File: src/rtl/dsa_microcode.svh
`ifndef DSA_MICROCODE_SVH
`define DSA_MICROCODE_SVH

// instruction ROM, fields are opcode, reg_id, dst, src_a, src_b
function automatic instr_t dsa_rom(input prog_addr_t addr);
    instr_t ins;
    case (addr)
        // keygen: m2 = privkey * gen
        5'd0:  ins = '{UOP_WR_CORE, ID_PRIVKEY, 3'd0, 3'd0, 3'd0};
        5'd1:  ins = '{UOP_WR_CORE, ID_GEN,     3'd1, 3'd0, 3'd0};
        5'd2:  ins = '{UOP_MUL,     ID_PRIVKEY, 3'd2, 3'd0, 3'd1};
        5'd3:  ins = '{UOP_RD_CORE, ID_PUBKEY,  3'd0, 3'd2, 3'd0};
        5'd4:  ins = '{UOP_END,     ID_PRIVKEY, 3'd0, 3'd0, 3'd0};
        // sign: m0 privkey, m1 msg, m2 r, m3 mask d
        5'd8:  ins = '{UOP_WR_CORE, ID_PRIVKEY, 3'd0, 3'd0, 3'd0};
        5'd9:  ins = '{UOP_WR_CORE, ID_MSG,     3'd1, 3'd0, 3'd0};
        5'd10: ins = '{UOP_WR_CORE, ID_R,       3'd2, 3'd0, 3'd0};
        5'd11: ins = '{UOP_WR_CORE, ID_MASK,    3'd3, 3'd0, 3'd0};
        // masked half: (privkey - d) * r + (h - d)
        5'd12: ins = '{UOP_SUB,     ID_PRIVKEY, 3'd4, 3'd0, 3'd3};
        5'd13: ins = '{UOP_MUL,     ID_PRIVKEY, 3'd4, 3'd4, 3'd2};
        5'd14: ins = '{UOP_SUB,     ID_PRIVKEY, 3'd5, 3'd1, 3'd3};
        5'd15: ins = '{UOP_ADD,     ID_PRIVKEY, 3'd4, 3'd4, 3'd5};
        // mask half: d * r + d
        5'd16: ins = '{UOP_MUL,     ID_PRIVKEY, 3'd5, 3'd3, 3'd2};
        5'd17: ins = '{UOP_ADD,     ID_PRIVKEY, 3'd5, 3'd5, 3'd3};
        5'd18: ins = '{UOP_ADD,     ID_PRIVKEY, 3'd6, 3'd4, 3'd5};
        5'd19: ins = '{UOP_RD_CORE, ID_SIGN_S,  3'd0, 3'd6, 3'd0};
        5'd20: ins = '{UOP_END,     ID_PRIVKEY, 3'd0, 3'd0, 3'd0};
        default: ins = '{UOP_END,   ID_PRIVKEY, 3'd0, 3'd0, 3'd0};
    endcase
    return ins;
endfunction

`endif
File: src/rtl/dsa_pkg.sv
`default_nettype none

package dsa_pkg;

    //------------------------------------------------------------------------
    // widths
    //------------------------------------------------------------------------
    localparam int WORD_W      = 16;
    localparam int MEM_ADDR_W  = 3;
    localparam int PROG_ADDR_W = 5;
    localparam int MUL_CNT_W   = $clog2(WORD_W);

    typedef logic [WORD_W-1:0]      word_t;
    typedef logic [MEM_ADDR_W-1:0]  mem_addr_t;
    typedef logic [PROG_ADDR_W-1:0] prog_addr_t;

    //------------------------------------------------------------------------
    // field and program constants
    //------------------------------------------------------------------------
    localparam word_t Q_MOD     = 16'd65521;
    localparam word_t GEN_CONST = 16'd7;

    // program entry points in the instruction ROM
    localparam prog_addr_t DSA_KG_S  = 5'd0;
    localparam prog_addr_t DSA_SGN_S = 5'd8;

    typedef enum logic {KEYGEN, SIGN} dsa_cmd_e;

    typedef enum logic [2:0] {
        UOP_NOP, UOP_WR_CORE, UOP_ADD, UOP_SUB, UOP_MUL, UOP_RD_CORE, UOP_END
    } uop_e;

    typedef enum logic [2:0] {
        ID_PRIVKEY, ID_MSG, ID_R, ID_MASK, ID_GEN, ID_PUBKEY, ID_SIGN_S
    } reg_id_e;

    typedef enum logic [1:0] {ST_IDLE, ST_RUN, ST_WAIT, ST_DONE} seq_state_e;

    //------------------------------------------------------------------------
    // bundles
    //------------------------------------------------------------------------
    typedef struct packed {
        uop_e      opcode;
        reg_id_e   reg_id;
        mem_addr_t dst;
        mem_addr_t src_a;
        mem_addr_t src_b;
    } instr_t;

    typedef struct packed {
        dsa_cmd_e cmd;
        word_t    privkey;
        word_t    msg;
        word_t    r;
        word_t    mask;
    } cmd_t;

    // for UOP_RD_CORE the low bits of wdata carry the destination reg_id
    typedef struct packed {
        uop_e      opcode;
        mem_addr_t dst;
        mem_addr_t src_a;
        mem_addr_t src_b;
        word_t     wdata;
    } uop_t;

    typedef struct packed {
        logic    capture;
        reg_id_e reg_id;
        word_t   data;
    } rd_t;

    typedef struct packed {
        word_t pubkey;
        word_t sign_s;
        logic  error;
    } result_t;

endpackage

`default_nettype wire

File: src/rtl/dsa_ctrl.sv
`timescale 1ns/10ps
`default_nettype none

module dsa_ctrl import dsa_pkg::*; (
    input  wire      clk,
    input  wire      reset_n,
    input  logic     cmd_valid_i,
    output logic     cmd_ready_o,
    input  cmd_t     cmd_i,
    output logic     res_valid_o,
    input  logic     res_ready_i,
    output result_t  res_o
);

    logic uop_valid;
    uop_t uop;
    logic core_busy;
    rd_t  rd;
    logic finish;
    logic error;

    //------------------------------------------------------------------------
    // decode, execute, result
    //------------------------------------------------------------------------
    dsa_sequencer u_sequencer (
        .clk         (clk),
        .reset_n     (reset_n),
        .cmd_valid_i (cmd_valid_i),
        .cmd_i       (cmd_i),
        .cmd_ready_o (cmd_ready_o),
        .core_busy_i (core_busy),
        .res_valid_i (res_valid_o),
        .res_ready_i (res_ready_i),
        .uop_valid_o (uop_valid),
        .uop_o       (uop),
        .finish_o    (finish),
        .error_o     (error)
    );

    dsa_arith_unit u_arith_unit (
        .clk         (clk),
        .reset_n     (reset_n),
        .uop_valid_i (uop_valid),
        .uop_i       (uop),
        .busy_o      (core_busy),
        .rd_o        (rd)
    );

    dsa_result_regs u_result_regs (
        .clk         (clk),
        .reset_n     (reset_n),
        .rd_i        (rd),
        .finish_i    (finish),
        .error_i     (error),
        .res_ready_i (res_ready_i),
        .res_valid_o (res_valid_o),
        .res_o       (res_o)
    );

endmodule

`default_nettype wire

File: src/rtl/dsa_sequencer.sv
`timescale 1ns/10ps
`default_nettype none

module dsa_sequencer import dsa_pkg::*; (
    input  wire   clk,
    input  wire   reset_n,
    input  logic  cmd_valid_i,
    input  cmd_t  cmd_i,
    output logic  cmd_ready_o,
    input  logic  core_busy_i,
    input  logic  res_valid_i,
    input  logic  res_ready_i,
    output logic  uop_valid_o,
    output uop_t  uop_o,
    output logic  finish_o,
    output logic  error_o
);

    seq_state_e state_q;
    prog_addr_t pc_q;
    cmd_t       cmd_q;
    instr_t     instr;
    word_t      wr_word;
    logic       key_bad;
    logic       issue;

    `include "dsa_microcode.svh"

    assign instr       = dsa_rom(pc_q);
    assign cmd_ready_o = (state_q == ST_IDLE);

    // privkey must lie in [1, Q_MOD-1]
    assign key_bad = (cmd_q.privkey == '0) || (cmd_q.privkey >= Q_MOD);
    assign issue   = (state_q == ST_RUN) && !key_bad && (instr.opcode != UOP_END);

    always_comb begin
        wr_word = '0;
        case (instr.opcode)
            UOP_WR_CORE: begin
                case (instr.reg_id)
                    ID_PRIVKEY: wr_word = cmd_q.privkey;
                    ID_MSG:     wr_word = cmd_q.msg;
                    ID_R:       wr_word = cmd_q.r;
                    ID_MASK:    wr_word = cmd_q.mask;
                    ID_GEN:     wr_word = GEN_CONST;
                    default:    wr_word = '0;
                endcase
            end
            UOP_RD_CORE: wr_word = word_t'(instr.reg_id);
            default:     wr_word = '0;
        endcase
    end

    always_ff @(posedge clk) begin
        if (cmd_valid_i && cmd_ready_o) begin
            cmd_q <= cmd_i;
        end
        if (issue) begin
            uop_o <= '{instr.opcode, instr.dst, instr.src_a, instr.src_b, wr_word};
        end
    end

    //------------------------------------------------------------------------
    // program counter FSM
    //------------------------------------------------------------------------
    always_ff @(posedge clk or negedge reset_n) begin
        if (!reset_n) begin
            state_q     <= ST_IDLE;
            pc_q        <= DSA_KG_S;
            uop_valid_o <= 1'b0;
            finish_o    <= 1'b0;
            error_o     <= 1'b0;
        end else begin
            uop_valid_o <= 1'b0;
            finish_o    <= 1'b0;
            case (state_q)
                ST_IDLE: begin
                    if (cmd_valid_i) begin
                        state_q <= ST_RUN;
                        pc_q    <= (cmd_i.cmd == KEYGEN) ? DSA_KG_S : DSA_SGN_S;
                    end
                end
                ST_RUN: begin
                    if (key_bad) begin
                        // abort before anything reaches the core
                        state_q  <= ST_DONE;
                        finish_o <= 1'b1;
                        error_o  <= 1'b1;
                    end else if (instr.opcode == UOP_END) begin
                        state_q  <= ST_DONE;
                        finish_o <= 1'b1;
                        error_o  <= 1'b0;
                    end else begin
                        uop_valid_o <= 1'b1;
                        pc_q        <= pc_q + 5'd1;
                        if (instr.opcode == UOP_MUL) begin
                            state_q <= ST_WAIT;
                        end
                    end
                end
                // busy rises one cycle after the uop, so hold while it is in flight
                ST_WAIT: begin
                    if (!core_busy_i && !uop_valid_o) begin
                        state_q <= ST_RUN;
                    end
                end
                ST_DONE: begin
                    if (res_valid_i && res_ready_i) begin
                        state_q <= ST_IDLE;
                    end
                end
                default: state_q <= ST_IDLE;
            endcase
        end
    end

endmodule

`default_nettype wire

File: src/rtl/dsa_result_regs.sv
`timescale 1ns/10ps
`default_nettype none

module dsa_result_regs import dsa_pkg::*; (
    input  wire      clk,
    input  wire      reset_n,
    input  rd_t      rd_i,
    input  logic     finish_i,
    input  logic     error_i,
    input  logic     res_ready_i,
    output logic     res_valid_o,
    output result_t  res_o
);

    word_t pubkey_q;
    word_t sign_s_q;
    logic  error_q;
    logic  valid_q;
    logic  taken;

    assign taken = valid_q && res_ready_i;

    //------------------------------------------------------------------------
    // valid flag and error bit
    //------------------------------------------------------------------------
    always_ff @(posedge clk or negedge reset_n) begin
        if (!reset_n) begin
            valid_q <= 1'b0;
            error_q <= 1'b0;
        end else if (finish_i) begin
            valid_q <= 1'b1;
            error_q <= error_i;
        end else if (taken) begin
            valid_q <= 1'b0;
            error_q <= 1'b0;
        end
    end

    // result words, cleared once taken so unused ones read zero
    always_ff @(posedge clk or negedge reset_n) begin
        if (!reset_n) begin
            pubkey_q <= '0;
            sign_s_q <= '0;
        end else if (taken) begin
            pubkey_q <= '0;
            sign_s_q <= '0;
        end else if (rd_i.capture) begin
            case (rd_i.reg_id)
                ID_PUBKEY: pubkey_q <= rd_i.data;
                ID_SIGN_S: sign_s_q <= rd_i.data;
                default: ;
            endcase
        end
    end

    assign res_valid_o = valid_q;
    assign res_o       = '{pubkey: pubkey_q, sign_s: sign_s_q, error: error_q};

endmodule

`default_nettype wire

File: src/rtl/dsa_arith_unit.sv
`timescale 1ns/10ps
`default_nettype none

module dsa_arith_unit import dsa_pkg::*; (
    input  wire   clk,
    input  wire   reset_n,
    input  logic  uop_valid_i,
    input  uop_t  uop_i,
    output logic  busy_o,
    output rd_t   rd_o
);

    word_t                mem [2**MEM_ADDR_W];
    word_t                op_a;
    word_t                op_b;
    word_t                mul_a;
    word_t                mul_b;
    word_t                acc_q;
    word_t                acc_step;
    mem_addr_t            mul_dst;
    logic [MUL_CNT_W-1:0] cnt_q;
    logic                 mul_last;
    logic                 rd_cap_q;
    reg_id_e              rd_id_q;
    word_t                rd_data_q;

    //------------------------------------------------------------------------
    // modular helpers, inputs already below Q_MOD
    //------------------------------------------------------------------------
    function automatic word_t add_mod(input word_t a, input word_t b);
        logic [WORD_W:0] sum;
        sum = {1'b0, a} + {1'b0, b};
        if (sum >= {1'b0, Q_MOD}) sum = sum - {1'b0, Q_MOD};
        return sum[WORD_W-1:0];
    endfunction

    function automatic word_t sub_mod(input word_t a, input word_t b);
        logic [WORD_W:0] diff;
        diff = {1'b0, a} - {1'b0, b};
        if (a < b) diff = diff + {1'b0, Q_MOD};
        return diff[WORD_W-1:0];
    endfunction

    // any 16-bit word is below 2*Q_MOD, one subtract is enough
    function automatic word_t reduce(input word_t w);
        return (w >= Q_MOD) ? w - Q_MOD : w;
    endfunction

    assign op_a     = mem[uop_i.src_a];
    assign op_b     = mem[uop_i.src_b];
    assign mul_last = (cnt_q == MUL_CNT_W'(WORD_W - 1));

    // msb first: acc = 2*acc + bit*a, reduced every step
    always_comb begin
        acc_step = add_mod(acc_q, acc_q);
        if (mul_b[WORD_W-1]) acc_step = add_mod(acc_step, mul_a);
    end

    always_ff @(posedge clk) begin
        if (busy_o) begin
            acc_q <= acc_step;
            mul_b <= mul_b << 1;
            if (mul_last) mem[mul_dst] <= acc_step;
        end else if (uop_valid_i) begin
            case (uop_i.opcode)
                UOP_WR_CORE: mem[uop_i.dst] <= reduce(uop_i.wdata);
                UOP_ADD:     mem[uop_i.dst] <= add_mod(op_a, op_b);
                UOP_SUB:     mem[uop_i.dst] <= sub_mod(op_a, op_b);
                UOP_MUL: begin
                    mul_a   <= op_a;
                    mul_b   <= op_b;
                    acc_q   <= '0;
                    mul_dst <= uop_i.dst;
                end
                default: ;
            endcase
        end
        rd_id_q   <= reg_id_e'(uop_i.wdata[$bits(reg_id_e)-1:0]);
        rd_data_q <= op_a;
    end

    always_ff @(posedge clk or negedge reset_n) begin
        if (!reset_n) begin
            busy_o   <= 1'b0;
            cnt_q    <= '0;
            rd_cap_q <= 1'b0;
        end else begin
            rd_cap_q <= uop_valid_i && (uop_i.opcode == UOP_RD_CORE);
            if (busy_o) begin
                cnt_q <= cnt_q + 1'b1;
                if (mul_last) busy_o <= 1'b0;
            end else if (uop_valid_i && (uop_i.opcode == UOP_MUL)) begin
                busy_o <= 1'b1;
                cnt_q  <= '0;
            end
        end
    end

    assign rd_o = '{capture: rd_cap_q, reg_id: rd_id_q, data: rd_data_q};

endmodule

`default_nettype wire

File: config.mk
export PLATFORM = sky130hd
export DESIGN_NAME = dsa_ctrl
export DESIGN_NICKNAME = d
export VERILOG_FILES = /design/src/rtl/dsa_pkg.sv /design/src/rtl/dsa_ctrl.sv /design/src/rtl/dsa_sequencer.sv /design/src/rtl/dsa_result_regs.sv /design/src/rtl/dsa_arith_unit.sv
export VERILOG_INCLUDE_DIRS = /design/src /design/src/rtl
export SDC_FILE = /design/constraint.sdc
export NUM_CORES = 1
export LEC_CHECK = 0
export BUFFER_PORTS_ARGS = -buffer_cell sky130_fd_sc_hd__buf_2
export CORE_MARGIN = 8
export CORE_UTILIZATION = 45
export DETAILED_ROUTE_END_ITERATION = 10
export MAX_ROUTING_LAYER = met4
export SETUP_SLACK_MARGIN = 0.02
export SYNTH_ARGS = -nofsm -noshare
export SYNTH_HDL_FRONTEND = slang
export SYNTH_HIERARCHICAL = 1
export SYNTH_SLANG_ARGS = --single-unit
File: constraint.sdc
create_clock -name clk -period 15.19 [get_ports clk]
set_input_delay 3.038 -clock clk [delete_from_list [all_inputs] [get_ports clk]]
set_output_delay 3.038 -clock clk [all_outputs]
set_load 0.01 [all_outputs]
==> run_results.csv, run 1 <==
group,metric,value,unit
logic_synthesis,yosysUniqueCellTypes,121,
finish,instances_no_fill,2322,
clocking,worstSkewPairLatency,570,ps
setup_path,cp_cell_sequence,"and3_1, o2111a_1, a31oi_1, a31oi_1, nand3_1, xnor2_1, ha_1, a2111oi_0, nor3_1, and3_1, nor4_2, and4_1, a31o_4, a31oi_1, a31oi_1, mux2i_1, a2111oi_2",
grt,grt_antenna_before_repair,0,
detailed_routing,drt-total-wl,53700,um
logic_synthesis,syn_nets,1765,
clocking,tritoncts,"done",
sta,setup_slack,8780,ps
clocking,cts_sinks,340,
detailed_routing,vias,13973,
setup_path,path_common_cell,"a31oi_1",
clocking,clk_path_buf_depth,3,
finish,n_antenna_cell,0,
placed_design,place_inst,2252,
detailed_routing,via_per_inst,6.02,
detailed_routing,post-route-drc-count,0,
setup_path,worstSetupEndpointType,"flip-flop",
detailed_routing,antenna_left,0,
grt,grt_use_met1,0.285,
grt,gr-total-overflow,0,
finish,drive_gt1_frac,0.219,
detailed_routing,wl_per_cell,23.1,um
setup_path,r2r-start,"u_arith_unit/acc_q[4]",
logic_synthesis,synth-seq-area-share,0.495,
setup_path,critPathTopFamily,"compound AO/OA/AOI/OAI gates",
die,boundaryPins,104,
grt,grt_pass1_vias,13656,
die,core_area,43200,sq um
grt,busiest_layer,"met2",
clocking,cts_resized,0,
sta,fmax,0.156,GHz
logic_synthesis,synth_edf_count,270,
setup_path,cp_num_buf_inv,0,
hold_path,hp-class,"reg2reg",
detailed_routing,firstDrtPassIters,6,
detailed_routing,drt_iter0_drc,1483,
grt,use_met2,0.344,
placed_design,pre_cts_ws,8890,ps
sta,final.period_utilization,0.422,
sta,fin_crit,6410,ps
logic_synthesis,syn_area,19700,sq um
die,rows,76,
logic_synthesis,ys_seq_elements,340,
setup_path,path_max_fanout,16,
setup_path,critical_path_class,"reg2reg",
setup_path,cp_slowest_stage_delay,910,ps
logic_synthesis,ys_async_sr_fraction,0.147,
sta,finalMaxSlewViolations,0,
setup_path,crit_cells,17,
clocking,cts-root-buf,"clkbuf_16",
sta,hold_viol,0,
setup_path,cp.arrival,6650,ps
logic_synthesis,synthCells,1626,
setup_path,worstSetupEndpoint,"u_arith_unit/mem[0][8]",
sta,skew,31.9,ps
placed_design,gp_congestion,0.962,
die,floorplan.initialDensity,0.457,
run_status,status,"finished, final reports clean",
placed_design,io_buffers,103,
sta,maxSlewHeadroom,0.153,
setup_path,startpoint_type,"flip-flop",
die,die_y,225,um
finish,nets,1846,
setup_path,ff2ff_path_depth,17,
sta,tns,0,ps
setup_path,cp.required,15420,ps
logic_synthesis,ys.warnings.count,6,
logic_synthesis,avgSynthCellArea,12.1,sq um
clocking,cts_setup_buffers,0,
setup_path,regToRegEndpoint,"u_arith_unit/mem[0][8]",
clocking,path_clk_slew,60,ps
sta,tightestPinTransition,1270,ps
grt,grt_start_max_net_pins,65,
finish,fillerInstances,3827,
sta,rsz0062_at_grt,"no",
clocking,cts_buffers,38,
setup_path,rrSetupSlack,8780,ps
clocking,cts_hold_buffers,0,
finish,area_growth,11.2,%
die,die_area,50800,sq um
grt,grt_pass1_wl,82300,um
grt,use_met3,0.0325,
grt,grtUsageTotal,0.216,
sta,setup_viol_count_final,0,
placed_design,hpwl,39100,um
clocking,htreeDepth,2,
setup_path,setup.worst_path.start,"u_arith_unit/acc_q[4]",
job,cap_violations,0,
die,die_x,225,um
logic_synthesis,ys.flop_type,"edfxtp_1",
setup_path,crit_slowest_cell,"a2111oi_2",
through the flow:
stage / hold slack, ps / area (sq um) / utilization
floorplan: 371 / 19700 / -
global placement: 455 / 20700 / 0.479
detailed placement: 455 / 20700 / 0.479
CTS: 468 / 21900 / 0.508
global route: 504 / 21900 / 0.508
finish: 463 / 21900 / 0.508
cell usage in the layout (no fill, tap or decap), drive strengths merged, types with 25 or more instances in the layout:
cell,instances
a21oi,91
nor3,30
xor2,26
clkbuf,50
ha,67
edfxtp,270
xnor2,46
nand3,44
mux4,64
dfrtp,50
inv,75
nand2,110
a31oi,25
buf,127
a21bo,49
mux2i,61
o21ai,70
nor2,94
state kept, by name, indices dropped and copies added (netlist names), 2 cells and up:
name,count
u_sequencer/state_q,2
u_sequencer/uop_o,28
u_arith_unit/acc_q,16
u_sequencer/cmd_q,64
u_arith_unit/rd_data_q,16
u_arith_unit/mul_a,16
u_sequencer/pc_q,5
u_arith_unit/cnt_q,4
u_result_regs/pubkey_q,16
u_arith_unit/mul_dst,3
u_result_regs/sign_s_q,16
u_arith_unit/mem,128
u_arith_unit/rd_id_q,3
u_arith_unit/mul_b,16
cell type report:
| type | instances | area, sq um | area share |
|---|---|---|---|
| clock buffers | 50 | 1040 | 0.0472 |
| multi-input cells | 1125 | 9210 | 0.420 |
| flip-flops and latches | 340 | 9760 | 0.445 |
| clock inverters | 20 | 220 | 0.0100 |
| repair buffers | 127 | 696 | 0.0317 |
| well taps | 585 | 732 | 0.0334 |
| inverters | 75 | 282 | 0.0128 |
cells by family after synthesis:
logic type | after synthesis | share of synthesized area
AO/OA/AOI/OAI | 392 | 0.150
adder cells (fa/ha/maj) | 70 | 0.0455
buffers and inverters | 161 | 0.0389
AND/OR/NAND/NOR | 445 | 0.122
multiplexers | 145 | 0.115
flip-flops | 340 | 0.495
XOR/XNOR | 73 | 0.0331
metal layers:
| metal | vias up | part of all wire | wire, um |
|---|---|---|---|
| met2 | 472 | 0.48 | 25600 |
| li1 | 6413 | - | - |
| met3 | 81 | 0.059 | 3160 |
| met1 | 7007 | 0.44 | 23500 |
| met4 | 0 | 0.026 | 1370 |
| met5 | - | 0 | 0 |
worst min-delay path by stage:
stage	startpoint	end	cells after the start
after floorplan	u_sequencer/uop_o[1]	u_arith_unit/rd_id_q[1]	0
after global placement	u_sequencer/uop_o[1]	u_arith_unit/rd_id_q[1]	0
after detailed placement	u_sequencer/uop_o[1]	u_arith_unit/rd_id_q[1]	0
after CTS	u_sequencer/finish_o	u_result_regs/error_q	1
after global routing	u_sequencer/finish_o	u_result_regs/error_q	1
final	u_sequencer/finish_o	u_result_regs/error_q	1
cell usage after synthesis, types with 9 or more instances:
| library cell | instances | area (sq um) |
|---|---|---|
| edfxtp_1 | 270 | 8110 |
| nand2_1 | 109 | 409 |
| nor2_1 | 94 | 353 |
| a21oi_1 | 77 | 385 |
| inv_1 | 71 | 267 |
| ha_1 | 67 | 838 |
| mux4_2 | 64 | 1440 |
| mux2i_1 | 61 | 611 |
| o21ai_0 | 61 | 305 |
| dfrtp_1 | 50 | 1250 |
| xnor2_1 | 46 | 403 |
| a21bo_2 | 45 | 450 |
| nand3_1 | 42 | 210 |
| clkbuf_1 | 37 | 139 |
| nor3_1 | 29 | 145 |
| xor2_1 | 26 | 228 |
| a31oi_1 | 25 | 156 |
| and3_1 | 22 | 138 |
| nand4_1 | 22 | 138 |
| dfxtp_1 | 20 | 400 |
| buf_2 | 19 | 95.1 |
| mux2_2 | 19 | 214 |
| a21o_1 | 16 | 120 |
| and2_1 | 16 | 100 |
| nor2b_1 | 16 | 100 |
| a222oi_1 | 15 | 150 |
| a21oi_2 | 13 | 114 |
| nor4_1 | 13 | 81.3 |
| nand2b_1 | 11 | 68.8 |
| a211oi_1 | 10 | 75.1 |
| buf_1 | 9 | 33.8 |
| buf_4 | 9 | 67.6 |
| o211ai_1 | 9 | 67.6 |
| o21a_1 | 9 | 67.6 |
| o21ai_1 | 9 | 45.0 |
| or2_2 | 9 | 56.3 |
Power of run 1 is left out: the tool's default activity adds up to more than one toggle a clock period on the data nets, which glitch-free logic cannot reach.
==> run 2, diff against run 1 <==
ABC_AREA = 1   (was unset)
clock period = 5.5 ns   (was 15.19 ns; I/O delays follow)
==> run_results.csv, run 2 <==
group,metric,value,unit
die,floorplan.initialDensity,0.453,
placed_design,io_buffers,103,
sta,hold_viol,0,
detailed_routing,firstDrtPassIters,6,
clocking,path_clk_slew,60,ps
sta,rsz0062_at_grt,"no",
detailed_routing,wl_per_cell,19.3,um
sta,finalMaxSlewViolations,0,
grt,grt_pass1_vias,17206,
placed_design,gp_congestion,1.02,
grt,grtUsageTotal,0.244,
logic_synthesis,synth_edf_count,270,
clocking,worstSkewPairLatency,570,ps
grt,gr-total-overflow,0,
setup_path,worstSetupEndpointType,"flip-flop",
setup_path,cp.arrival,5330,ps
finish,top_register,"u_arith_unit/mem",
finish,instances_no_fill,3351,
sta,skew,24.1,ps
logic_synthesis,yosysMostFrequentCell,"nand2_1",
clocking,htreeDepth,2,
finish,final_common_cell,"nand2_1",
die,core_area,45100,sq um
finish,largest_reg_flops,128,
sta,maxSlewHeadroom,0.233,
pwr,power_per_cell_area,752,nW/um^2
run_status,status,"finished, final reports clean",
setup_path,startpoint_type,"flip-flop",
detailed_routing,drt_iter0_drc,1870,
logic_synthesis,yosys.area.top_type,"edfxtp_1",
finish,mostFrequentLayoutCells,"nand2_1, inv_1, edfxtp_1",
clocking,cts_sinks,340,
setup_path,critical_path_class,"reg2reg",
finish,area_growth,16.3,%
placed_design,hpwl,47500,um
job,cap_violations,0,
finish,n_antenna_cell,0,
grt,grt_antenna_before_repair,0,
die,die_area,52500,sq um
sta,tns,0,ps
die,boundaryPins,104,
sta,setup_viol_count_final,0,
detailed_routing,post-route-drc-count,0,
finish,top_regs,"u_arith_unit/mem: 128 flops, u_sequencer/cmd_q: 64 flops, u_sequencer/uop_o: 28 flops",
pwr,power,17.9,mW
sta,tightestPinTransition,1150,ps
clocking,cts_hold_buffers,0,
logic_synthesis,avgSynthCellArea,8.08,sq um
placed_design,place_inst,3278,
logic_synthesis,yosysUniqueCellTypes,53,
logic_synthesis,synth_top_area_share,0.397,
logic_synthesis,synthTopCellsByArea,"edfxtp_1, nand2_1, dfrtp_1",
logic_synthesis,ys_top_cells_by_count,"nand2_1, inv_1, edfxtp_1, o21ai_0, nor2_1",
logic_synthesis,ys.warnings.count,6,
detailed_routing,antenna_left,0,
die,die_y,229,um
setup_path,cp_num_buf_inv,4,
pwr,vdd_drop_max,0.273,mV
logic_synthesis,syn_area,20400,sq um
sta,fmax,0.195,GHz
pwr,power_leakage,10.8,nW
clocking,clk_path_buf_depth,3,
logic_synthesis,ys.flop_type,"edfxtp_1",
detailed_routing,drt-total-wl,64600,um
logic_synthesis,ys_seq_elements,340,
clocking,cts-root-buf,"clkbuf_16",
setup_path,path_common_cell,"nand2_1",
logic_synthesis,syn_nets,2668,
sta,fin_crit,5120,ps
logic_synthesis,ys_async_sr_fraction,0.147,
setup_path,cp_slowest_stage_delay,860,ps
setup_path,path_max_fanout,21,
clocking,cts_buffers,38,
hold_path,hp-class,"reg2reg",
finish,drive_gt1_frac,0.151,
setup_path,crit_slowest_cell,"edfxtp_1",
logic_synthesis,synth-seq-area-share,0.478,
grt,grt_start_max_net_pins,97,
finish,post-route-util,0.527,
finish,fillerInstances,4293,
logic_synthesis,synthCells,2529,
die,die_x,229,um
setup_path,cp.required,5720,ps
grt,grt_pass1_wl,98100,um
detailed_routing,via_per_inst,5.43,
die,rows,78,
clocking,tritoncts,"done",
detailed_routing,vias,18212,
setup_path,critPathTopFamily,"simple AND/OR/NAND/NOR gates",
sta,final.period_utilization,0.930,
finish,nets,2863,
run 2: changes by cell type in the layout (fill, tap and decap cells not counted), moves of 45 or more:
| cell | previous run | this run |
|---|---|---|
| nor2_1 | 94 | 238 |
| inv_1 | 70 | 270 |
| nand3_1 | 42 | 189 |
| nand2_1 | 109 | 658 |
| mux4_2 | 64 | 0 |
| mux2i_1 | 61 | 1 |
| o21ai_0 | 61 | 242 |
| a21bo_2 | 45 | 0 |
| a21oi_1 | 77 | 132 |
| buf_4 | 24 | 140 |
run 2: stage by stage:
stage          setup WS, ps  hold WS [ps]  area (sq um)
2_1_floorplan          1140           393         20400
3_3_place_gp            307           459         22300
3_5_place_dp            201           455         22300
4_1_cts                 168           464         23700
5_1_grt                37.7           485         23700
6_report                384           468         23700
run 2: routing by layer:
| layer | vias up | part of all wire | global-route usage |
|---|---|---|---|
| met4 | 0 | 0.034 | 0.0805 |
| li1 | 8793 | - | - |
| met1 | 8564 | 0.44 | 0.327 |
| met2 | 739 | 0.45 | 0.376 |
| met5 | - | 0 | - |
| met3 | 116 | 0.072 | 0.0386 |
run 2: logic make-up (layout without fill, tap and decap cells):
| kind of cell | count (synthesis) | after routing | synth area share |
|---|---|---|---|
| compound gates | 459 | 459 | 0.120 |
| xor+xnor | 40 | 40 | 0.0175 |
| fa+ha+maj | 70 | 70 | 0.0440 |
| buf+inv | 397 | 617 | 0.0799 |
| flops | 340 | 340 | 0.478 |
| mux | 1 | 1 | 0.000490 |
| simple gates | 1222 | 1224 | 0.260 |
run 2: final cells by class:
cell class | count | area [sq um] | area share
Timing Repair Buffer | 250 | 1700 | 0.0715
Tap cell | 600 | 751 | 0.0316
Clock inverter | 22 | 263 | 0.0111
Multi-Input combinational cell | 1794 | 9100 | 0.383
Sequential cell | 340 | 9760 | 0.411
Clock buffer | 45 | 1050 | 0.0441
Inverter | 300 | 1130 | 0.0475
run 2: worst paths after layout:
| check | from | endpoint | slack (ps) | cells past startpoint |
|---|---|---|---|---|
| worst max-delay path | u_sequencer/uop_o[20] | u_arith_unit/mem[5][6] | 380 | 25 |
| min in group asynchronous | reset_n | u_sequencer/pc_q[4] | 760 | 1 |
| worst max register to register | u_sequencer/uop_o[20] | u_arith_unit/mem[5][6] | 380 | 25 |
| max in group asynchronous | reset_n | u_result_regs/pubkey_q[9] | 4060 | 1 |
| worst min-delay path | u_sequencer/uop_o[22] | u_arith_unit/mul_dst[0] | 470 | 0 |
| worst min register to register | u_sequencer/uop_o[22] | u_arith_unit/mul_dst[0] | 470 | 0 |
run 2: repair_timing:
action	4_1_cts	5_1_grt
endpoints found under the setup margin	0	139
buffers inserted	0	4
resized for setup	0	9
run 2: power breakdown:
group	internal, mW	switching (mW)	leakage (nW)
Clock	1.60	1.05	0.649
Sequential	3.86	0.407	3.34
Combinational	3.77	7.18	6.85
run 2: worst reg2reg max path, stage by stage (launching register included):
cell	delay, ps
edfxtp_1	860
buf_4	360
buf_4	200
a21oi_1	50
o21ai_0	80
o21ai_0	100
nor2_1	90
a31oi_1	50
buf_4	170
ha_1	450
nor2_1	260
inv_1	80
nor3_1	200
nand2_1	110
nand3_1	80
nand2_1	60
nand2_2	100
nand2_1	70
nor2_2	130
nand3_2	160
nand3_4	260
o21ai_1	100
o21ai_1	270
nand2_1	80
nand2_1	130
nand2_1	270
(Power assumes the default switching activity.)
